--- src/refill_macros.svh ---
// Line geometry and AXI read IDs for the cache refill bridge.
// Included by the package and by any RTL file that sizes ports or constants
// from these values.

`ifndef REFILL_MACROS_SVH
`define REFILL_MACROS_SVH

// words per cache line
`define REFILL_ICACHE_LINE_WORD 8
`define REFILL_DCACHE_LINE_WORD 4

// data word and address width
`define REFILL_WORD_W 32

// arid width on the AXI read address channel
`define REFILL_ID_W 4

// burst ID per requesting cache
`define REFILL_ARID_I 0
`define REFILL_ARID_D 1

`endif

--- src/refill_pkg.sv ---
// Shared types of the cache refill bridge.
// Line types pack word 0 into the low bits, matching the beat order of an
// INCR burst that starts at the aligned line address.

`default_nettype none

`include "refill_macros.svh"

package refill_pkg;

    // one bus word or address
    typedef logic [`REFILL_WORD_W-1:0] word_t;

    // full cache lines, word 0 in the low bits
    typedef logic [`REFILL_ICACHE_LINE_WORD*`REFILL_WORD_W-1:0] iline_t;
    typedef logic [`REFILL_DCACHE_LINE_WORD*`REFILL_WORD_W-1:0] dline_t;

    // owner of the burst in flight
    typedef enum logic {
        SRC_I = 1'b0,  // instruction cache
        SRC_D = 1'b1   // data cache
    } refill_src_e;

    // word slot inside a line, sized for the longer line
    typedef logic [$clog2(`REFILL_ICACHE_LINE_WORD)-1:0] beat_idx_t;

endpackage

`default_nettype wire

--- src/refill_ctrl_if.sv ---
// Steering bundle from the refill FSM to the beat counter and line buffers.
// The FSM marks burst start, each accepted beat and the final beat per source;
// the counter returns the word slot of the current beat.

`timescale 1ns/1ns
`default_nettype none

interface refill_ctrl_if;
    import refill_pkg::*;

    logic      burst_start;  // address accepted
    logic      beat_take;    // rvalid and rready together
    beat_idx_t beat;         // slot of the current beat
    logic      line_end_i;   // final beat of an icache line
    logic      line_end_d;   // final beat of a dcache line

    modport fsm (
        output burst_start,
        output beat_take,
        output line_end_i,
        output line_end_d,
        input  beat
    );

    modport counter (
        input  burst_start,
        input  beat_take,
        output beat
    );

    modport buffer (
        input  beat_take,
        input  beat
    );

endinterface

`default_nettype wire

--- src/refill_fsm.sv ---
// Arbitration and AXI read burst control for the cache refill bridge.
// Picks one requester (dcache wins a tie), issues one INCR burst of a full line,
// accepts beats until the last one and pulses the done strobe of the owner.
// One burst is in flight at a time.

`timescale 1ns/1ns
`default_nettype none

`include "refill_macros.svh"

module refill_fsm (
    input  logic                    aclk,
    input  logic                    reset,
    input  logic                    i_req,
    input  logic                    d_req,
    input  refill_pkg::word_t       i_addr,
    input  refill_pkg::word_t       d_addr,
    input  logic                    arready,
    input  logic                    rvalid,
    input  logic                    rlast,
    output logic                    arvalid,
    output logic                    rready,
    output refill_pkg::word_t       araddr,
    output logic [3:0]              arlen,
    output logic [`REFILL_ID_W-1:0] arid,
    output logic                    take_i,
    output logic                    take_d,
    output logic                    i_done,
    output logic                    d_done,
    refill_ctrl_if.fsm              ctrl
);
    import refill_pkg::*;

    localparam int WORD_BYTES = `REFILL_WORD_W / 8;
    localparam int I_OFF = $clog2(`REFILL_ICACHE_LINE_WORD * WORD_BYTES);  // 32 bytes
    localparam int D_OFF = $clog2(`REFILL_DCACHE_LINE_WORD * WORD_BYTES);  // 16 bytes
    localparam logic [3:0] I_LEN = 4'(`REFILL_ICACHE_LINE_WORD - 1);
    localparam logic [3:0] D_LEN = 4'(`REFILL_DCACHE_LINE_WORD - 1);
    localparam logic [`REFILL_ID_W-1:0] I_ID = `REFILL_ARID_I;
    localparam logic [`REFILL_ID_W-1:0] D_ID = `REFILL_ARID_D;

    typedef enum logic [1:0] {
        IDLE,
        ADDR,
        DATA,
        DONE
    } state_t;

    state_t      state;
    state_t      state_nxt;
    refill_src_e src;        // owner of the burst
    logic        last_beat;

    assign arvalid = (state == ADDR);
    assign rready  = (state == DATA);

    assign ctrl.burst_start = arvalid & arready;
    assign ctrl.beat_take   = rvalid & rready;

    // close on rlast, or once the final slot of the line is filled
    assign last_beat = ctrl.beat_take & (rlast | (ctrl.beat == beat_idx_t'(arlen)));

    assign ctrl.line_end_i = last_beat & (src == SRC_I);
    assign ctrl.line_end_d = last_beat & (src == SRC_D);

    // per-buffer write strobes
    assign take_i = ctrl.beat_take & (src == SRC_I);
    assign take_d = ctrl.beat_take & (src == SRC_D);

    always_comb begin
        state_nxt = state;
        case (state)
            IDLE: begin
                if (i_req | d_req) begin
                    state_nxt = ADDR;
                end
            end
            ADDR: begin
                if (arready) begin
                    state_nxt = DATA;
                end
            end
            DATA: begin
                if (last_beat) begin
                    state_nxt = DONE;
                end
            end
            default: begin
                state_nxt = IDLE;  // DONE lasts one cycle
            end
        endcase
    end

    always_ff @(posedge aclk) begin
        if (reset) begin
            state  <= IDLE;
            src    <= SRC_I;
            i_done <= 1'b0;
            d_done <= 1'b0;
        end else begin
            state  <= state_nxt;
            i_done <= ctrl.line_end_i;  // one cycle after the last beat
            d_done <= ctrl.line_end_d;
            if (state == IDLE) begin
                if (d_req) begin
                    src <= SRC_D;
                end else if (i_req) begin
                    src <= SRC_I;
                end
            end
        end
    end

    // address phase payload, held stable while arvalid is up
    always_ff @(posedge aclk) begin
        if (state == IDLE) begin
            if (d_req) begin
                araddr <= {d_addr[`REFILL_WORD_W-1:D_OFF], {D_OFF{1'b0}}};
                arlen  <= D_LEN;
                arid   <= D_ID;
            end else if (i_req) begin
                araddr <= {i_addr[`REFILL_WORD_W-1:I_OFF], {I_OFF{1'b0}}};
                arlen  <= I_LEN;
                arid   <= I_ID;
            end
        end
    end

endmodule

`default_nettype wire

--- src/beat_counter.sv ---
// Word slot counter for the read burst in flight.
// Restarts at slot 0 when the address is accepted and steps once per beat,
// so the line buffers take their write position from here.

`timescale 1ns/1ns
`default_nettype none

module beat_counter (
    input  logic           aclk,
    input  logic           reset,
    refill_ctrl_if.counter ctrl
);

    always_ff @(posedge aclk) begin
        if (reset) begin
            ctrl.beat <= '0;
        end else if (ctrl.burst_start) begin
            ctrl.beat <= '0;  // new burst starts at word 0
        end else if (ctrl.beat_take) begin
            ctrl.beat <= ctrl.beat + 1'b1;
        end
    end

endmodule

`default_nettype wire

--- src/line_buffer.sv ---
// Collects the read beats of one cache line and holds the assembled line.
// The line type and word count are parameters so one block serves both caches.
// The line stays valid until the next burst for the same cache writes into it.

`timescale 1ns/1ns
`default_nettype none

module line_buffer #(
    parameter type line_t = refill_pkg::iline_t,
    parameter int  WORDS  = 8
) (
    input  logic              aclk,
    input  logic              reset,
    input  logic              take,
    input  refill_pkg::word_t rdata,
    refill_ctrl_if.buffer     ctrl,
    output line_t             line
);
    import refill_pkg::*;

    localparam int WORD_W = $bits(word_t);
    localparam int IDX_W  = $clog2(WORDS);

    logic [IDX_W-1:0] slot;

    // shorter lines use only the low bits of the shared index
    assign slot = ctrl.beat[IDX_W-1:0];

    always_ff @(posedge aclk) begin
        if (reset) begin
            line <= '0;
        end else if (take) begin
            line[slot*WORD_W +: WORD_W] <= rdata;  // word lands at its own beat
        end
    end

endmodule

`default_nettype wire

--- src/axi_refill_bridge.sv ---
// Top level of the cache refill bridge on the AXI read channel.
// Each cache holds req with a word address until its done pulse; the refilled
// line is on i_line or d_line from that pulse on. Slave is assumed to serve
// 4-byte INCR bursts with OKAY responses.

`timescale 1ns/1ns
`default_nettype none

`include "refill_macros.svh"

module axi_refill_bridge (
    input  logic                    aclk,
    input  logic                    reset,
    input  logic                    i_req,
    input  logic                    d_req,
    input  refill_pkg::word_t       i_addr,
    input  refill_pkg::word_t       d_addr,
    output logic                    i_done,
    output logic                    d_done,
    output refill_pkg::iline_t      i_line,
    output refill_pkg::dline_t      d_line,
    output logic [`REFILL_ID_W-1:0] arid,
    output refill_pkg::word_t       araddr,
    output logic [3:0]              arlen,
    output logic                    arvalid,
    input  logic                    arready,
    input  refill_pkg::word_t       rdata,
    input  logic                    rlast,
    input  logic                    rvalid,
    output logic                    rready
);
    import refill_pkg::*;

    logic take_i;  // beat belongs to the icache line
    logic take_d;  // beat belongs to the dcache line

    refill_ctrl_if ctrl_i ();

    refill_fsm fsm_i (
        .aclk    (aclk),
        .reset   (reset),
        .i_req   (i_req),
        .d_req   (d_req),
        .i_addr  (i_addr),
        .d_addr  (d_addr),
        .arready (arready),
        .rvalid  (rvalid),
        .rlast   (rlast),
        .arvalid (arvalid),
        .rready  (rready),
        .araddr  (araddr),
        .arlen   (arlen),
        .arid    (arid),
        .take_i  (take_i),
        .take_d  (take_d),
        .i_done  (i_done),
        .d_done  (d_done),
        .ctrl    (ctrl_i.fsm)
    );

    beat_counter cnt_i (
        .aclk  (aclk),
        .reset (reset),
        .ctrl  (ctrl_i.counter)
    );

    // instruction line, eight words
    line_buffer #(
        .line_t (iline_t),
        .WORDS  (`REFILL_ICACHE_LINE_WORD)
    ) ibuf_i (
        .aclk  (aclk),
        .reset (reset),
        .take  (take_i),
        .rdata (rdata),
        .ctrl  (ctrl_i.buffer),
        .line  (i_line)
    );

    // data line, four words
    line_buffer #(
        .line_t (dline_t),
        .WORDS  (`REFILL_DCACHE_LINE_WORD)
    ) dbuf_i (
        .aclk  (aclk),
        .reset (reset),
        .take  (take_d),
        .rdata (rdata),
        .ctrl  (ctrl_i.buffer),
        .line  (d_line)
    );

endmodule

`default_nettype wire

--- config.mk ---
export PLATFORM = sky130hd
export DESIGN_NAME = axi_refill_bridge
export DESIGN_NICKNAME = d
export VERILOG_FILES = /design/src/refill_pkg.sv /design/src/refill_ctrl_if.sv /design/src/refill_fsm.sv /design/src/beat_counter.sv /design/src/line_buffer.sv /design/src/axi_refill_bridge.sv
export VERILOG_INCLUDE_DIRS = /design/src
export SDC_FILE = /design/constraint.sdc
export NUM_CORES = 1
export LEC_CHECK = 0
export BUFFER_PORTS_ARGS = -buffer_cell sky130_fd_sc_hd__buf_2
export CORE_MARGIN = 2
export CORE_UTILIZATION = 40
export CTS_CLUSTER_DIAMETER = 30
export DETAILED_ROUTE_END_ITERATION = 8
export PLACE_DENSITY = 0.65
export SLEW_MARGIN = 20
export SYNTH_ARGS = -nofsm -noshare
export SYNTH_HDL_FRONTEND = slang
export SYNTH_SLANG_ARGS = --single-unit
--- constraint.sdc ---
create_clock -name aclk -period 3.53 [get_ports aclk]
set_input_delay 1.059 -clock aclk [delete_from_list [all_inputs] [get_ports aclk]]
set_output_delay 1.059 -clock aclk [all_outputs]
set_load 0.1 [all_outputs]
* Word-level counts from Yosys, hierarchy flattened
Index checks and enable logic that the tools add are counted.
Word-level totals: bits in registers 422, latch bits 0, RAM bits 0, memory bits (read-only) 0, logic and storage cells 50, memories 0
Cells by class: add/subtract/negate cells 3, multipliers 0, div/mod/pow operators 0, magnitude comparators 0, equal/unequal tests 6, shift-type cells 4, muxes and demuxes 12, bitwise gates (word level) 10, reduce and logical (&&, ||, !) cells 5
Operators by type and width (number):
- bitwise mux 256 bit | 1
- variable shift 32 x 34 -> 256 bit, first input constant | 1
- variable part select 32 x 34 -> 256 bit | 1
- bitwise mux 128 bit | 1
- variable shift 32 x 34 -> 128 bit, first input constant | 1
- variable part select 32 x 34 -> 128 bit | 1
- 2-to-1 mux 32 bit | 2
- negator 7 -> 34 bit | 1
- negator 8 -> 34 bit | 1
- bitwise AND 1 bit | 7
- 2-to-1 mux 2 bit | 3
- one-hot mux 2 bit (3 select lines) | 1
- != test 2 bit, second input constant | 2
- adder 3 x 1 -> 3 bit, second input constant | 1
- == test 3 bit | 1
- 2-to-1 mux 1 bit | 3
- 2-to-1 mux 3 bit | 1
- AND reduction 3 bit | 1
- == test 2 x 1 -> 1 bit, second input constant | 1
- == test 2 bit, second input constant | 1
- logical NOT 2 bit | 1
- != test 2 x 1 -> 1 bit, second input constant | 1
- bitwise OR 1 bit | 2
- AND reduction 2 bit | 1
- other kinds (3) | 3

* Logic depth before layout (Yosys ltp)
Gate-level depths: netlist (run 1).
depth after elaboration 5, mapped depth 11, gate-level depth less buffers 7

* Modules after synthesis
From an unflattened synthesis (run 1), not the netlist that was laid out.
Unflattened totals: cell total of the unflattened synthesis 1609, area, all modules 16699.8 sq um
Modules (own cells, without submodules):
- line_buffer (ibuf_i) | instances 1, cells each 1064, area each 10095.9 sq um
- line_buffer (dbuf_i) | instances 1, cells each 421, area each 4860.9 sq um
- refill_fsm | instances 1, cells each 112, area each 1615.3 sq um
- beat_counter | instances 1, cells each 12, area each 127.6 sq um

* Worst setup path after synthesis (run 1)
OpenSTA, ideal clock, no wires.
path type in2reg, start input port d_req, end register fsm_i.araddr[10] (enable), arrival 2.455 ns, required time 3.110 ns, setup slack 0.655 ns, cell stages on the path 2, buffers on the path 0, path through nor2_1 nor2b_1
Between the ends: word-level cells in the longest chain between the ends 2
Ends and longest elaborated chain:
- start: declaration | line axi_refill_bridge.sv:15 | input logic d_req,
- nonzero test 2 bit (no line)
- AND reduction 2 bit (no line)
- end signal: assignment | line refill_fsm.sv:118 | araddr <= {d_addr[`REFILL_WORD_W-1:D_OFF], {D_OFF{1'b0}}};
- end signal: assignment | line refill_fsm.sv:122 | araddr <= {i_addr[`REFILL_WORD_W-1:I_OFF], {I_OFF{1'b0}}};
- end: declaration | line refill_fsm.sv:23 | output refill_pkg::word_t araddr,
Every way passes these cells. A chain may end at the register's enable or synchronous reset.

* Final worst setup path (run 1)
start register fsm_i.state[0], end output port rready
Between the ends: word-level cells in the longest chain between the ends 1
Ends and longest elaborated chain:
- start: declaration | line refill_fsm.sv:49 | state_t state;
- start signal: assignment | line refill_fsm.sv:101 | state <= state_nxt;
- == test 2 bit | line refill_fsm.sv:55 | assign rready = (state == DATA);
- end: declaration | line axi_refill_bridge.sv:30 | output logic rready
Every way passes these cells.

==> reports/qor.csv, run 1 <==
stage,metric,value,unit
global_route,vias in the first global route,14400,
global_route,GRT overflow,0,
timing,final hold vios,0,
worst_setup_path,WP data required,2.47,ns
floorplan,Site Rows,74,
synthesis,Synth Cell Area,0.0164,mm^2
synthesis,Syn. warnings,0,
worst_setup_path,reg2reg path depth,8,
global_route,largest net degree at the start of global routing,194,
pwr,Max rail drop VDD,0.370,mV
synthesis,Cell variety after synth,39,
worst_setup_path,FF-to-FF End,ibuf_i.line[81],
layout,Fillers,3638,
cts,H-tree depth,3,
worst_setup_path,Worst EP arrival,1.85,ns
cts,Worst-path clk slew,0.05,ns
floorplan,Core Region,0.0407,mm^2
detailed_routing,post-DR wirelength/cell,21.9,um
timing,max-slew violation count,0,
status,status,finished clean,
timing,Clock Skew,0.0237,ns
synthesis,sequential area share after synthesis,0.532,
worst_setup_path,Critical R2R Launch,cnt_i.ctrl.beat[0],
synthesis,Mean Syn Cell Area,8.80,um^2
detailed_routing,overall routed net length,63.9,mm
floorplan,Die Y,207,um
placed_design,port bufs,511,
layout,Non-Filler Instances,2912,
global_route,total global-route track usage,0.288,
placed_design,dpl hpwl,39.6,mm
flow_run,maxcap violations,0,
worst_setup_path,"setup slack, reg-to-reg",0.68,ns
global_route,first-pass GRT wire length,90.9,mm
floorplan,# IOs,531,
timing,RSZ-0062 raised after global routing,false,
min_path,Hold WC Path Type,reg2reg,
synthesis,Syn Inst Count,1869,
min_path,Hold EP,dbuf_i.line[34],
detailed_routing,DRC Markers,0,
timing,Peak Freq,0.344,GHz
layout,share of layout cells above drive strength 1,0.316,
detailed_routing,drt via density,5.38,
timing,slew margin rel.,0.299,
floorplan,die width,207,um
synthesis,ranking of synthesized cells by area,"dfxtp_1, nand3_1, nand2b_1",
cts,post-CTS resize count,0,
floorplan,initial core utilization,0.404,
worst_setup_path,CP Class,reg2out,
worst_setup_path,crit start category,flip-flop,
synthesis,Post-synth ARST share,0,
detailed_routing,DR iter-0 viols,1649,
timing,Final Cycle Share,0.823,
cts,Root Buffer,clkbuf_16,
cts,clock tree from TritonCTS,yes,
global_route,antenna violations before repair,4,
worst_setup_path,Worst Path Max Fanout,8,
layout,Final nets,2416,
synthesis,"flops & latches, synth",422,
floorplan,die area,0.0428,mm^2
cts,clock sink count,422,
worst_setup_path,Worst Setup End Kind,output pin,
placed_design,Final GP Congestion,0.888,
detailed_routing,drt first pass iters,8,
min_path,Hold Path Depth,2,
cts,Setup Buffers After CTS,0,
cts,TritonCTS Buffers,90,
timing,setup TNS,0,ns
cts,worst skew pair latency,0.62,ns
cts,hold-fix buffers at CTS,0,
cts,Max clock buf depth,3,
timing,Final Setup Violations,0,
layout,FF/Latch Area,0.00875,mm^2
synthesis,ys flop type,dfxtp_1,
placed_design,placed cell count,2742,
synthesis,Yosys top cell by area,dfxtp_1,
detailed_routing,via count,15700,
timing,Slew @ Worst Pin,1.05,ns
synthesis,number of synthesized flops with an enable pin,30,
pwr,Pwr Density,734,mW/mm^2
layout,Multi-input gate area,0.00684,mm^2
layout,Area Growth Syn to Fin,36.1,%
synthesis,share of the synthesized area in the top cell type,0.477,
timing,Tmin final,2.91,ns
pwr,Pleak,9.34,nW
min_path,min-delay src,dbuf_i.line[34],
detailed_routing,post-route ant nets,0,
-- cells by family after synthesis --
logic type	count (synthesis)	synth area share
simple gates	788	0.255
flops	422	0.532
compound gates	395	0.127
buf+inv	220	0.0571
mux	28	0.0191
fa+ha+maj	11	0.00837
xor+xnor	3	0.00160
other cells	2	0.000457
-- layout by cell type, fill, tap and decap left out, drive strengths merged, types with 27 or more instances in the layout --
cell type,netlist,layout
clkbuf,144,113
mux2,27,27
a21oi,129,129
a22oi,33,33
nand2b,225,225
buf,68,545
edfxtp,30,30
nand4,41,41
nand2,134,134
nand3,313,313
dfxtp,392,392
o21ai,226,226
nor2,46,46
-- critical path: stages (launching register included) --
cell	delay, ns
dfxtp_1	0.33
inv_1	0.11
ha_1	0.31
buf_2	0.50
-- flip-flops by register name (all words and copies together) (netlist names) --
| register | cells |
|---|---|
| cnt_i.ctrl.beat | 3 |
| dbuf_i.line | 128 |
| fsm_i.araddr | 28 |
| fsm_i.arid | 1 |
| fsm_i.arlen | 1 |
| fsm_i.d_done | 1 |
| fsm_i.i_done | 1 |
| fsm_i.src | 1 |
| fsm_i.state | 2 |
| ibuf_i.line | 256 |
-- report_power, final --
part / switching (W) / leakage (nW) / internal (W)
clock network: 0.00281 / 1.58 / 0.00607
logic: 0.00206 / 4.31 / 0.000367
registers: 0.0000707 / 3.45 / 0.00504
total: 0.00495 / 9.34 / 0.0115
-- cell usage after synthesis (7+ instances only) --
master,count
edfxtp_1,30
nand4_1,41
buf_2,40
o21ai_1,25
a22oi_1,33
nand2_1,134
ha_1,11
mux2_2,27
dfxtp_1,392
buf_4,11
and2_1,7
nor2_1,46
buf_1,14
a21oi_1,129
nand3_1,313
nand2b_1,225
clkbuf_1,144
o21ai_0,201
inv_1,8
-- layer usage --
metal | vias to the layer above | share of wire | GRT usage | wire [um]
li1 | 7281 | - | - | -
met1 | 7458 | 0.41 | 0.370 | 26300
met2 | 781 | 0.45 | 0.441 | 28500
met3 | 133 | 0.10 | 0.0879 | 6710
met4 | 0 | 0.039 | 0.137 | 2490
met5 | - | 0 | 0 | 0
-- stage by stage --
stage               instance area [um^2]   util  setup WS, ns  total power [W]  hold slack [ns]
detailed placement                 19100  0.470         0.710          0.00762            0.441
finish                             22400  0.549         0.625           0.0164            0.445
floorplan                          16500      -         0.655          0.00708            0.506
global route                       22400  0.549         0.456           0.0169            0.461
CTS                                22400  0.549         0.596           0.0165            0.446
global placement                   19100  0.470         0.824          0.00760            0.434
-- cell type report --
cell class / count / area share
repair buffers: 545 / 0.127
multi-input cells: 1235 / 0.306
inverters: 8 / 0.00134
clock inverters: 55 / 0.0347
well taps: 532 / 0.0297
diodes: 2 / 0.000224
flip-flops and latches: 422 / 0.391
clock buffers: 113 / 0.110
-- worst max path at each step --
stage / slack (ns) / from / cells after the start / endpoint
after floorplan: 0.65 / d_req / 2 / fsm_i.araddr[10]
after global placement: 0.82 / cnt_i.ctrl.beat[0] / 8 / ibuf_i.line[94]
after detailed placement: 0.71 / cnt_i.ctrl.beat[0] / 8 / ibuf_i.line[81]
after CTS: 0.60 / fsm_i.state[0] / 3 / rready
after global routing: 0.46 / cnt_i.ctrl.beat[0] / 8 / ibuf_i.line[64]
final: 0.62 / fsm_i.state[0] / 3 / rready
(Power assumes the default switching activity.)
==> inputs of run 2 (changes only) <==
--- a/config.mk
+++ b/config.mk
@@ -11,7 +11,7 @@
 export CORE_UTILIZATION = 40
 export CTS_CLUSTER_DIAMETER = 30
 export DETAILED_ROUTE_END_ITERATION = 8
-export PLACE_DENSITY = 0.65
+export PLACE_DENSITY = 0.68
 export SLEW_MARGIN = 20
 export SYNTH_ARGS = -nofsm -noshare
 export SYNTH_HDL_FRONTEND = slang
==> constraint.sdc (replaced) <==
create_clock -name aclk -period 2.55 [get_ports aclk]
set_input_delay 0.765 -clock aclk [delete_from_list [all_inputs] [get_ports aclk]]
set_output_delay 0.765 -clock aclk [all_outputs]
set_load 0.1 [all_outputs]
==> run 2 against run 1 <==
Critical path depth unchanged. Register-to-register slack got worse by 0.47 ns. Via count increased by 0.80%. Combinational power increased by 40%. Sequential cell count unchanged. Wire length about the same. Non-clock buffer count increased by 4. Largest power group unchanged.
==> reports/qor.csv, run 2 (synthesis gave the netlist of run 1 again) <==
stage,metric,value,unit,change
timing,Tmin final,2.43,ns,
worst_setup_path,CP Cell Sequence,inv_1 -> ha_1 -> buf_2,,unchanged
worst_setup_path,WP data required,1.79,ns,was 2.47 ns
timing,final hold vios,0,,unchanged
floorplan,Die Y,207,um,unchanged
layout,Util after Layout,0.554,,was 0.549
pwr,Pwr Total,0.0226,W,was 0.0164 W
worst_setup_path,crit start category,flip-flop,,unchanged
layout,Biggest register,ibuf_i.line,,unchanged
worst_setup_path,CP Class,reg2out,,unchanged
detailed_routing,DR iter-0 viols,1512,,was 1649
cts,clock tree from TritonCTS,yes,,unchanged
min_path,Hold WC Path Type,reg2reg,,unchanged
min_path,Hold EP,dbuf_i.line[32],,was dbuf_i.line[34]
pwr,Pwr Density,1000,mW/mm^2,was 734 mW/mm^2
detailed_routing,post-route ant nets,0,,unchanged
floorplan,# IOs,531,,unchanged
status,status,finished clean,,unchanged
placed_design,dpl hpwl,39.3,mm,was 39.6 mm
worst_setup_path,Worst path max stage delay,0.45,ns,was 0.50 ns
global_route,first-pass GRT wire length,91.4,mm,was 90.9 mm
worst_setup_path,Worst Path Max Fanout,3,,was 8
cts,H-tree depth,3,,unchanged
layout,max reg flops,256,,unchanged
timing,setup TNS,0,ns,unchanged
global_route,largest net degree at the start of global routing,159,,was 194
timing,slew margin rel.,0.480,,was 0.299
detailed_routing,overall routed net length,63.9,mm,about the same
worst_setup_path,Slowest cell on crit path,buf_2,,unchanged
worst_setup_path,"setup slack, reg-to-reg",0.21,ns,was 0.68 ns
layout,Area Growth Syn to Fin,37.3,%,was 36.1%
placed_design,DP Area,0.0193,mm^2,was 0.0191 mm^2
flow_run,maxcap violations,0,,unchanged
detailed_routing,post-DR wirelength/cell,21.9,um,about the same
timing,RSZ-0062 raised after global routing,false,,unchanged
cts,post-CTS resize count,1,,was 0
min_path,min-delay src,dbuf_i.line[32],,was dbuf_i.line[34]
cts,Root Buffer,clkbuf_16,,unchanged
cts,Worst-path clk slew,0.05,ns,about the same
layout,largest registers,"ibuf_i.line (256), dbuf_i.line (128), fsm_i.araddr (28)",,unchanged
min_path,Hold Path Depth,2,,unchanged
timing,Final Setup Violations,0,,unchanged
worst_setup_path,Critical R2R Launch,cnt_i.ctrl.beat[0],,unchanged
worst_setup_path,Worst EP arrival,1.67,ns,was 1.85 ns
layout,most frequent cells in the layout,"buf_2, dfxtp_1, nand3_1",,unchanged
timing,Final Cycle Share,0.954,,
detailed_routing,DRC Markers,0,,unchanged
cts,hold-fix buffers at CTS,0,,unchanged
worst_setup_path,Worst Setup End Kind,output pin,,unchanged
global_route,GRT overflow,0,,unchanged
floorplan,die width,207,um,unchanged
cts,worst skew pair latency,0.60,ns,was 0.62 ns
global_route,vias in the first global route,14700,,was 14.4k
placed_design,port bufs,511,,unchanged
floorplan,Core Region,0.0407,mm^2,unchanged
global_route,total global-route track usage,0.286,,was 0.288
worst_setup_path,FF-to-FF End,ibuf_i.line[177],,was ibuf_i.line[81]
pwr,Max rail drop VDD,0.592,mV,was 0.370 mV
global_route,antenna violations before repair,5,,was 4
timing,final hold slack,0.444,ns,was 0.445 ns
pwr,Pleak,9.38,nW,was 9.34 nW
detailed_routing,drt via density,5.41,,was 5.38
floorplan,die area,0.0428,mm^2,unchanged
layout,share of layout cells above drive strength 1,0.319,,was 0.316
timing,Clock Skew,0.0295,ns,was 0.0237 ns
layout,Antenna Cells,0,,was 2
layout,"commonest non-fill, non-tap cell in the layout",buf_2,,unchanged
cts,TritonCTS Buffers,91,,was 90
worst_setup_path,reg2reg path depth,8,,unchanged
layout,Final nets,2421,,was 2416
cts,Setup Buffers After CTS,0,,unchanged
timing,Peak Freq,0.411,GHz,
cts,Max clock buf depth,3,,unchanged
placed_design,Final GP Congestion,0.859,,was 0.888
detailed_routing,via count,15800,,was 15.7k
detailed_routing,drt first pass iters,6,,was 8
layout,Final Cell Area,0.0226,mm^2,was 0.0224 mm^2
timing,max-slew violation count,0,,unchanged
timing,Slew @ Worst Pin,0.777,ns,was 1.05 ns
cts,clock sink count,422,,unchanged
floorplan,initial core utilization,0.404,,unchanged
floorplan,Site Rows,74,,unchanged
-- run 2: changes by cell type in the layout (fill, tap and decap cells not counted), sizes merged --
cell / before / now
inv: 13 / 11
diode: 2 / 0
clkinvlp: 9 / 14
clkbuf: 113 / 119
bufinv: 15 / 10
buf: 545 / 549
clkinv: 26 / 25
-- run 2: critical path, delay by kind of cell, from the launching register on --
family	cells	cell delay [ns]
buffers and inverters	2	0.56
DFF	1	0.33
adders and majority gates	1	0.19
-- run 2: where the power goes --
| part | leakage, nW | switching (W) | internal, W |
|---|---|---|---|
| clock | 1.56 | 0.00391 | 0.00826 |
| combinational | 4.37 | 0.00287 | 0.000531 |
| sequential | 3.45 | 0.0000940 | 0.00698 |
| total | 9.38 | 0.00687 | 0.0158 |
-- run 2: metrics by stage --
step / cells / setup WS, ns
3_3_place_gp: 2746 / 0.337
6_report: 2917 / 0.118
2_1_floorplan: 1877 / 0.0362
5_1_grt: 2917 / 0.0593
4_1_cts: 2917 / 0.0873
3_5_place_dp: 2746 / 0.290
-- run 2: layout make-up --
type / count / area, um^2
Clock buffer: 119 / 2620
Clock inverter: 52 / 623
Fill cell: 3674 / 18200
Inverter: 8 / 30.0
Multi-Input combinational cell: 1235 / 6840
Sequential cell: 422 / 8750
Tap cell: 532 / 666
Timing Repair Buffer: 549 / 3060
-- run 2: how the worst max path moves through the flow --
stage,startpoint,depth (start not counted),slack (ns),end
final,fsm_i.state[1],3,0.12,arvalid
after global routing,fsm_i.state[1],3,0.06,arvalid
after CTS,fsm_i.state[1],3,0.09,arvalid
after detailed placement,cnt_i.ctrl.beat[0],8,0.29,ibuf_i.line[212]
after global placement,cnt_i.ctrl.beat[0],8,0.34,ibuf_i.line[212]
after floorplan,cnt_i.ctrl.beat[0],11,0.04,ibuf_i.line[10]
-- run 2: routing by layer --
| layer | up-vias | global-route usage | part of all wire |
|---|---|---|---|
| met3 | 130 | 0.0845 | 0.10 |
| met1 | 7567 | 0.361 | 0.40 |
| li1 | 7282 | - | - |
| met2 | 800 | 0.460 | 0.46 |
| met5 | - | 0 | 0 |
| met4 | 0 | 0.114 | 0.035 |
